===== src/include/mem_consts.svh =====
`ifndef MEM_CONSTS_SVH
`define MEM_CONSTS_SVH

// words moved by one engine transfer
`define BLOCK_WORDS 8

// cycles between the command word and the first load word
`define EXT_LATENCY 2

`define DATA_DEPTH 1024   // data bank words
`define INSTR_LINES 512   // instruction bank lines, 64 bits each

`endif


===== src/hdl/memTypes.sv =====
package memTypes;

    typedef logic [31:0] word_t;
    typedef logic [3:0] wmask_t;       // one bit per byte, 1 writes
    typedef logic [9:0] sramAddr_t;    // word index inside a bank
    typedef logic [29:0] extAddr_t;    // external word address
    typedef logic [9:0] progress_t;    // words done in the current transfer

    // instruction side
    typedef logic [7:0] fetchAddr_t;   // 128-bit group index
    typedef logic [127:0] fetch_t;

    // transfer engine
    typedef enum logic [2:0] {
        IDLE,
        COMMAND,   // command word on the external bus
        WAIT,      // load latency
        STREAM,
        DONE
    } engineState_t;

endpackage


===== src/hdl/cacheBus.sv =====
// engine side access to one SRAM bank
interface cacheBus;

    logic own;                  // engine holds the bank
    logic we;
    memTypes::wmask_t wm;
    memTypes::sramAddr_t addr;
    memTypes::word_t data;
    memTypes::word_t rdata;     // one cycle after addr

    modport engine (
        output own,
        output we,
        output wm,
        output addr,
        output data,
        input rdata
    );

    modport bank (
        input own,
        input we,
        input wm,
        input addr,
        input data,
        output rdata
    );

endinterface


===== src/hdl/transferEngine.sv =====
`include "mem_consts.svh"

module transferEngine (
    input logic SPI_clk,
    input logic reset,
    input logic mcCe,
    input logic mcWe,
    input logic mcCacheId,
    input memTypes::sramAddr_t mcSramAddr,
    input memTypes::extAddr_t mcExtAddr,
    output memTypes::progress_t mcProgress,
    output logic mcBusy,
    cacheBus.engine dataBus,
    cacheBus.engine instrBus,
    output logic extEn,
    output logic extOen,
    output memTypes::word_t extBusOut,
    input memTypes::word_t extBusIn
);

    localparam memTypes::progress_t LAST_WORD = memTypes::progress_t'(`BLOCK_WORDS - 1);
    localparam memTypes::progress_t LAST_WAIT = memTypes::progress_t'(`EXT_LATENCY - 1);

    memTypes::engineState_t state;
    memTypes::progress_t cnt;       // wait cycles, then words
    memTypes::progress_t progress;

    logic isStore;
    logic cacheId;                  // 1 selects the instruction bank
    logic weReg;
    memTypes::word_t cmdWord;
    memTypes::word_t wdata;
    memTypes::sramAddr_t busAddr;
    memTypes::word_t rdSel;

    always_ff @(posedge SPI_clk) begin
        if (reset) begin
            state <= memTypes::IDLE;
            cnt <= '0;
            progress <= '0;
            extOen <= 1'b0;
            weReg <= 1'b0;
        end else begin
            case (state)
                memTypes::IDLE: begin
                    if (mcCe) begin
                        state <= memTypes::COMMAND;
                        progress <= '0;
                    end
                end
                memTypes::COMMAND: begin
                    cnt <= '0;
                    state <= isStore ? memTypes::STREAM : memTypes::WAIT;
                end
                memTypes::WAIT: begin
                    if (cnt == LAST_WAIT) begin
                        cnt <= '0;
                        state <= memTypes::STREAM;
                    end else begin
                        cnt <= cnt + 1'b1;
                    end
                end
                memTypes::STREAM: begin
                    if (cnt == LAST_WORD) state <= memTypes::DONE;
                    else cnt <= cnt + 1'b1;
                end
                memTypes::DONE: state <= memTypes::IDLE;   // last word in flight
                default: state <= memTypes::IDLE;
            endcase

            // bank read data reaches the bus one cycle late
            extOen <= isStore && (state == memTypes::STREAM);
            weReg <= !isStore && (state == memTypes::STREAM);

            if (weReg || extOen) begin
                progress <= progress + 1'b1;
            end
        end
    end

    // command and payload, no reset
    always_ff @(posedge SPI_clk) begin
        if (state == memTypes::IDLE && mcCe) begin
            isStore <= mcWe;
            cacheId <= mcCacheId;
            cmdWord <= {mcWe, 1'b0, mcExtAddr};
            busAddr <= mcSramAddr;
        end else if ((isStore && state == memTypes::STREAM) || weReg) begin
            busAddr <= busAddr + 1'b1;
        end
        if (state == memTypes::STREAM) begin
            wdata <= extBusIn;
        end
    end

    assign mcBusy = (state != memTypes::IDLE);
    assign mcProgress = progress;
    assign extEn = (state == memTypes::COMMAND);

    assign rdSel = cacheId ? instrBus.rdata : dataBus.rdata;
    assign extBusOut = extOen ? rdSel : cmdWord;

    // both buses see the same address and data, own picks the bank
    assign dataBus.own = mcBusy && !cacheId;
    assign dataBus.we = weReg && !cacheId;
    assign dataBus.wm = '1;
    assign dataBus.addr = busAddr;
    assign dataBus.data = wdata;

    assign instrBus.own = mcBusy && cacheId;
    assign instrBus.we = weReg && cacheId;
    assign instrBus.wm = '1;
    assign instrBus.addr = busAddr;
    assign instrBus.data = wdata;

endmodule


===== src/flat_wrapper.sv =====
// flat-port wrapper written by rule: the top's interface ports become plain ports
module transferEngine_flat 
  (SPI_clk, reset, mcCe, mcWe, mcCacheId, mcSramAddr, mcExtAddr, mcProgress, mcBusy, extEn, extOen, extBusOut, extBusIn, dataBus_own, dataBus_we, dataBus_wm, dataBus_addr, dataBus_data, dataBus_rdata, instrBus_own, instrBus_we, instrBus_wm, instrBus_addr, instrBus_data, instrBus_rdata);
  cacheBus dataBus_i ();
  cacheBus instrBus_i ();
  input logic SPI_clk;
  input logic reset;
  input logic mcCe;
  input logic mcWe;
  input logic mcCacheId;
  input memTypes::sramAddr_t mcSramAddr;
  input memTypes::extAddr_t mcExtAddr;
  output memTypes::progress_t mcProgress;
  output logic mcBusy;
  output logic extEn;
  output logic extOen;
  output memTypes::word_t extBusOut;
  input memTypes::word_t extBusIn;
  output wire logic [$bits(dataBus_i.own)-1:0] dataBus_own;
  output wire logic [$bits(dataBus_i.we)-1:0] dataBus_we;
  output wire logic [$bits(dataBus_i.wm)-1:0] dataBus_wm;
  output wire logic [$bits(dataBus_i.addr)-1:0] dataBus_addr;
  output wire logic [$bits(dataBus_i.data)-1:0] dataBus_data;
  input wire logic [$bits(dataBus_i.rdata)-1:0] dataBus_rdata;
  output wire logic [$bits(instrBus_i.own)-1:0] instrBus_own;
  output wire logic [$bits(instrBus_i.we)-1:0] instrBus_we;
  output wire logic [$bits(instrBus_i.wm)-1:0] instrBus_wm;
  output wire logic [$bits(instrBus_i.addr)-1:0] instrBus_addr;
  output wire logic [$bits(instrBus_i.data)-1:0] instrBus_data;
  input wire logic [$bits(instrBus_i.rdata)-1:0] instrBus_rdata;
  assign dataBus_own = dataBus_i.own;
  assign dataBus_we = dataBus_i.we;
  assign dataBus_wm = dataBus_i.wm;
  assign dataBus_addr = dataBus_i.addr;
  assign dataBus_data = dataBus_i.data;
  assign dataBus_i.rdata = dataBus_rdata;
  assign instrBus_own = instrBus_i.own;
  assign instrBus_we = instrBus_i.we;
  assign instrBus_wm = instrBus_i.wm;
  assign instrBus_addr = instrBus_i.addr;
  assign instrBus_data = instrBus_i.data;
  assign instrBus_i.rdata = instrBus_rdata;
  transferEngine u_core (.SPI_clk(SPI_clk), .reset(reset), .mcCe(mcCe), .mcWe(mcWe), .mcCacheId(mcCacheId), .mcSramAddr(mcSramAddr), .mcExtAddr(mcExtAddr), .mcProgress(mcProgress), .mcBusy(mcBusy), .dataBus(dataBus_i), .instrBus(instrBus_i), .extEn(extEn), .extOen(extOen), .extBusOut(extBusOut), .extBusIn(extBusIn));
endmodule

===== config.mk =====
export PLATFORM = sky130hd
export DESIGN_NAME = transferEngine_flat
export DESIGN_NICKNAME = d
export VERILOG_FILES = /design/src/hdl/memTypes.sv /design/src/hdl/cacheBus.sv /design/src/hdl/transferEngine.sv /design/src/flat_wrapper.sv
export VERILOG_INCLUDE_DIRS = /design/src /design/src/include
export SDC_FILE = /design/constraint.sdc
export NUM_CORES = 1
export LEC_CHECK = 0
export ABC_AREA = 1
export BUFFER_PORTS_ARGS = -buffer_cell sky130_fd_sc_hd__buf_2
export CORE_AREA = 2 2 108 110
export CTS_CLUSTER_DIAMETER = 100
export CTS_CLUSTER_SIZE = 24
export DETAILED_ROUTE_END_ITERATION = 8
export DIE_AREA = 0 0 110 112
export GPL_ROUTABILITY_DRIVEN = 0
export GPL_TIMING_DRIVEN = 1
export HOLD_SLACK_MARGIN = 0.1
export PLACE_DENSITY = 0.84
export SKIP_LAST_GASP = 1
export SLEW_MARGIN = 20
export SYNTH_ARGS = -nofsm -noshare
export SYNTH_HDL_FRONTEND = slang
export SYNTH_SLANG_ARGS = --single-unit

===== constraint.sdc =====
create_clock -name SPI_clk -period 4.6 [get_ports SPI_clk]
set_clock_uncertainty 0.1 [all_clocks]
set_input_delay 0.92 -clock SPI_clk [delete_from_list [all_inputs] [get_ports SPI_clk]]
set_output_delay 0.92 -clock SPI_clk [all_outputs]
set_load 0.02 [all_outputs]

# [Yosys cells after proc, flatten, opt, wreduce, memory -nomap -nowiden]
# Index checks and enable logic that the tools add are counted.
[word_totals] regBits=100 latchBits=0 mem_bits_rw=0 mem_bits_ro=0 in_bits=141 output_inout_bits=141 word_cells=57 mem_count=0
[op_classes] n_addsub=3 multipliers=0 div_mod_pow=0 magnitude_cmp=0 eq_ne=9 n_shift=0 muxes=15 bitwise_logic=0 n_reduce_logical=20
[ops] cell="two-way mux 10 bit" count=7
[ops] cell="two-way mux 32 bit" count=2
[ops] cell="adder 10 x 1 -> 10 bit, second input constant" count=3
[ops] cell="one-hot mux 10 bit (3 select lines)" count=1
[ops] cell="one-hot mux 3 bit (4 select lines)" count=1
[ops] cell="equality test 10 x 1 -> 1 bit, second input constant" count=1
[ops] cell="equality test 10 x 3 -> 1 bit, second input constant" count=1
[ops] cell="two-way mux 3 bit" count=3
[ops] cell="logical AND 1 bit" count=7
[ops] cell="equality test 3 x 2 -> 1 bit, second input constant" count=2
[ops] cell="nonzero test 2 bit" count=3
[ops] cell="nonzero test 3 bit" count=2
[ops] cell="inequality test 2 x 1 -> 1 bit, second input constant" count=2
[ops] cell="inequality test 2 bit, second input constant" count=2
[ops] cell="AND reduction 2 bit" count=2
[ops] cell="equality test 3 x 1 -> 1 bit, second input constant" count=1
[ops] cell="zero test 3 bit" count=1
[ops] cell="AND reduction 3 bit" count=1
[ops] cell="zero test 1 bit" count=2
[ops] cell="logical OR 1 bit" count=2
[ops] cell="two-way mux 1 bit" count=1

# [Depth between registers and ports, before layout]
[depth] ltp_word=5 ltp_mapped=10 depth_no_buf=10

# [Worst setup path after synthesis]
# OpenSTA, ideal clock, no wires.
[synth_timing] path_type="input port to output port" start="input dataBus_rdata[0]" end="output extBusOut[0]" arrival_ps=1472 required_ps=3580 slack_ps=2108 cell_stages=2 path_cell_list="o21ai_0 -> o21ai_0"
[synth_between] elab_chain_cells=2
[synth_rtl] item="start, declared" line_no="flat_wrapper.sv:24" text="input wire logic [$bits(dataBus_i.rdata)-1:0] dataBus_rdata;"
[synth_rtl] item="two-way mux 32 bit" line_no="transferEngine.sv:100" text="assign rdSel = cacheId ? instrBus.rdata : dataBus.rdata;"
[synth_rtl] item="two-way mux 32 bit" line_no="transferEngine.sv:101" text="assign extBusOut = extOen ? rdSel : cmdWord;"
[synth_rtl] item="end, declared" line_no="flat_wrapper.sv:17" text="output memTypes::word_t extBusOut;"
# No other way between the ends.

# [Final worst setup path]
[layout_timing] start="register u_core.cacheId" end="output extBusOut[17]"
[layout_between] elab_chain_cells=2
[layout_rtl] item="start, declared" line_no="transferEngine.sv:29" text="logic cacheId;"
[layout_rtl] item="start signal, assigned" line_no="transferEngine.sv:85" text="cacheId <= mcCacheId;"
[layout_rtl] item="two-way mux 32 bit" line_no="transferEngine.sv:100"
[layout_rtl] item="two-way mux 32 bit" line_no="transferEngine.sv:101"
# No other way between the ends.

==> results.md <==
- CP endpoint kind: primary output
- First-pass GRT wire length: just under 20000 um
- Iteration-0 DRC Markers: 386
- HP Class: reg -> reg
- Clock transition at the registers of the reported paths: about 0.070 ns
- Actual slew at the worst max-slew pin: 1.099 ns
- Via-per-instance ratio: 4.848
- R2R depth: 5
- Top Family by Delay on Critical Path: flip-flops
- Synth top area cells: edfxtp_1 45%, dfxtp_1 10%, nand2_1 8.2%, buf_4 7.7%, nor2_1 5.3%
- Asr flop ratio synth: 0%
- Area occupied by multi-input gates: 1598 um^2
- Predominant post-synthesis flop cell: edfxtp_1
- Mapped cell area: 4905 um^2
- Syn_area_per_cell: 9.049 um^2
- Final period utilization: 75.13%
- Most frequent cells after synthesis: 107 x nand2_1, 74 x edfxtp_1, 69 x nor2_1
- Setup TNS: 0 ns
- Unique cell type count in the Yosys netlist: 30
- Root Buffer Master: clkbuf_16
- Critical path's largest stage delay: 1.07 ns
- Count leader, synth: nand2_1
- VDD IR-drop max: 0.1879 mV
- Pwr Total: 2.405 mW
- RR Startpoint: u_core.state[2]$_SDFFE_PP0P_
- Routed Antenna Nets: 0
- Power per cell area: 380.0 nW/um^2
- Initial Util: between 40% and 50%
- Initial antenna violation count: 0
- Clk buf depth: 2
- Port bufs: 273
- Share of the synthesized area in the top cell type: 45.31%
- FILL cells: 1006
- Register area share after synthesis: 55.51%
- Min-delay src: u_core.isStore$_DFFE_PP_
- Pre-antenna DRT Iters: 4
- Total gr overflow: 0
- Post-CTS resize count: 0
- GRT Total Usage: 20.40%
- Post-DP HPWL: approximately 10000 um
- CP max stage cell: edfxtp_1
- Critical Path AT: 2.44 ns
- Share of cells above drive strength 1: about two fifths
- Final setup viols: 0
- Post-Syn Instances: 542
- WL per Instance: 14.16 um
- RSZ-0062 raised after global routing: false
- DP Area: 6035 um^2
- Setup CP Type: reg -> out
- IO Pins: 282
- Dominant cell type by area after synthesis: edfxtp_1
- TritonCTS clock tree: built
- Postcts setup bufs: 0
- Die Area: approximately 12000 um^2
- CP cell instances: inv_2 -> nor2_1 -> o21ai_1 -> buf_2
- H-Tree Level Count: 3
- Critical path launch point type: register
- Worst-case hold path end point: u_core.weReg$_SDFF_PP0_
- Crit path buffers/inverters: 2
- Number of clock sinks: 99
- Final Max Slew Viols: 0
- Number of max-cap violations: 0
- Largest net degree at the start of global routing: between 40 and 50
- N_diodes: 0
- Vias: 4431
- Skew-Pair Late Insertion Delay: 0.33 ns
- Final wirelength: 12950 um
- Static Leak: 2.914 nW
- Warnings, synthesis: 0
- Hold depth: 1
- Crit-path max FO: 36
- F_max: 289.4 MHz
- # rows: 39
- Synth-to-layout area growth: 29.03%
- Num CTS Buffers: 9
- Post-synthesis register bit count: roughly 100
- Final hold violations: 0
- Final instance area: 6329 um^2
- R2R setup slack: roughly 2.2 ns
- NumNets Final: 911
- Worst Path Required: 3.58 ns
- Status: completed
- Die Wd: 110 um
- Post-synth EDFFs: 74
- Reg area: approximately 2700 um^2
- Vias in the first global route: between 3k and 4k
- Hold_buf cts: 0
- R2r endpoint: u_core.dataBus.addr[5]$_DFFE_PP_
- DRC violations left: 0
- Tmin final: 3.456 ns
- Core area: 11170 um^2
- Die span in y: 112 um
- Max_slew headroom: 26.73%
[cells in the final DEF (no fill, tap or decap), drive strengths merged]
master | synthesis | layout
a21oi | 20 | 20
a31oi | 2 | 2
buf | 55 | 276
bufinv | 0 | 1
clkbuf | 15 | 10
clkinv | 0 | 3
clkinvlp | 0 | 1
conb | 1 | 8
dfxtp | 25 | 25
edfxtp | 74 | 74
ha | 4 | 4
inv | 39 | 40
nand2 | 109 | 109
nand3 | 20 | 20
nand3b | 2 | 2
nand4 | 5 | 5
nor2 | 76 | 76
nor3 | 3 | 3
o211ai | 6 | 6
o21ai | 79 | 79
o21bai | 1 | 1
o22ai | 2 | 2
xnor2 | 1 | 1
xor2 | 3 | 3
[logic make-up after synthesis]
family	Yosys count	synth area share, %
simple gates	215	18.21
compound gates	110	11.91
buf+inv	109	12.55
flops	99	55.51
xor+xnor	4	0.7144
fa+ha+maj	4	1.020
other cells	1	0.07646
[routing by layer]
metal | GRT usage [%] | vias to the layer above | part of all wire (%) | wire, um
met5 | 0 | - | 0 | 0
met4 | 7.257 | 0 | 2.0 | 261
met3 | 5.035 | 20 | 6.4 | 826
met2 | 33.70 | 157 | 49 | 6397
met1 | 25.76 | 2046 | 42 | 5460
li1 | - | 2208 | - | -
[stage by stage]
stage                     hold WS (ns)  cells  setup WS [ns]  util, %
after CTS                       0.3957    914          1.213    56.63
after detailed placement        0.3827    898          1.554    54.00
final                           0.3777    914          1.144    56.63
after global placement          0.3707    898          1.673    54.00
after global routing            0.3976    914         0.9929    56.63
after floorplan                 0.3410    549          2.108        -
[registers in the layout, indices dropped and copies added (netlist names)]
signal,flops
u_core.weReg,1
u_core.cacheId,1
u_core.dataBus.data,32
u_core.mcProgress,10
u_core.cmdWord,30
u_core.dataBus.addr,10
u_core.cnt,10
u_core.isStore,1
u_core.extOen,1
u_core.state,3
[cell type report]
type                       count  share of cell area, %
clock buffer                  10                  3.618
clock inverter                 6                  1.028
inverter                      39                  2.313
multi-input combinational    341                  25.25
sequential                    99                  43.02
tap                          143                  2.827
timing repair buffer         276                  21.95
[power by group]
part,total (mW),internal [mW],switching (mW)
clock,0.745,0.423,0.322
sequential,1.12,1.06,0.0583
combinational,0.541,0.178,0.363
[worst max path at each step]
stage          slack [ns]                     start            end  depth (start not counted)
2_1_floorplan        2.11          dataBus_rdata[0]   extBusOut[0]                          2
3_3_place_gp         1.67  u_core.cacheId$_DFFE_PP_  extBusOut[31]                          4
3_5_place_dp         1.55  u_core.cacheId$_DFFE_PP_  extBusOut[17]                          4
4_1_cts              1.21  u_core.cacheId$_DFFE_PP_  extBusOut[17]                          4
5_1_grt              0.99  u_core.cacheId$_DFFE_PP_  extBusOut[12]                          4
6_report             1.14  u_core.cacheId$_DFFE_PP_  extBusOut[17]                          4
Note: power is estimated with default switching activity, not from simulation.
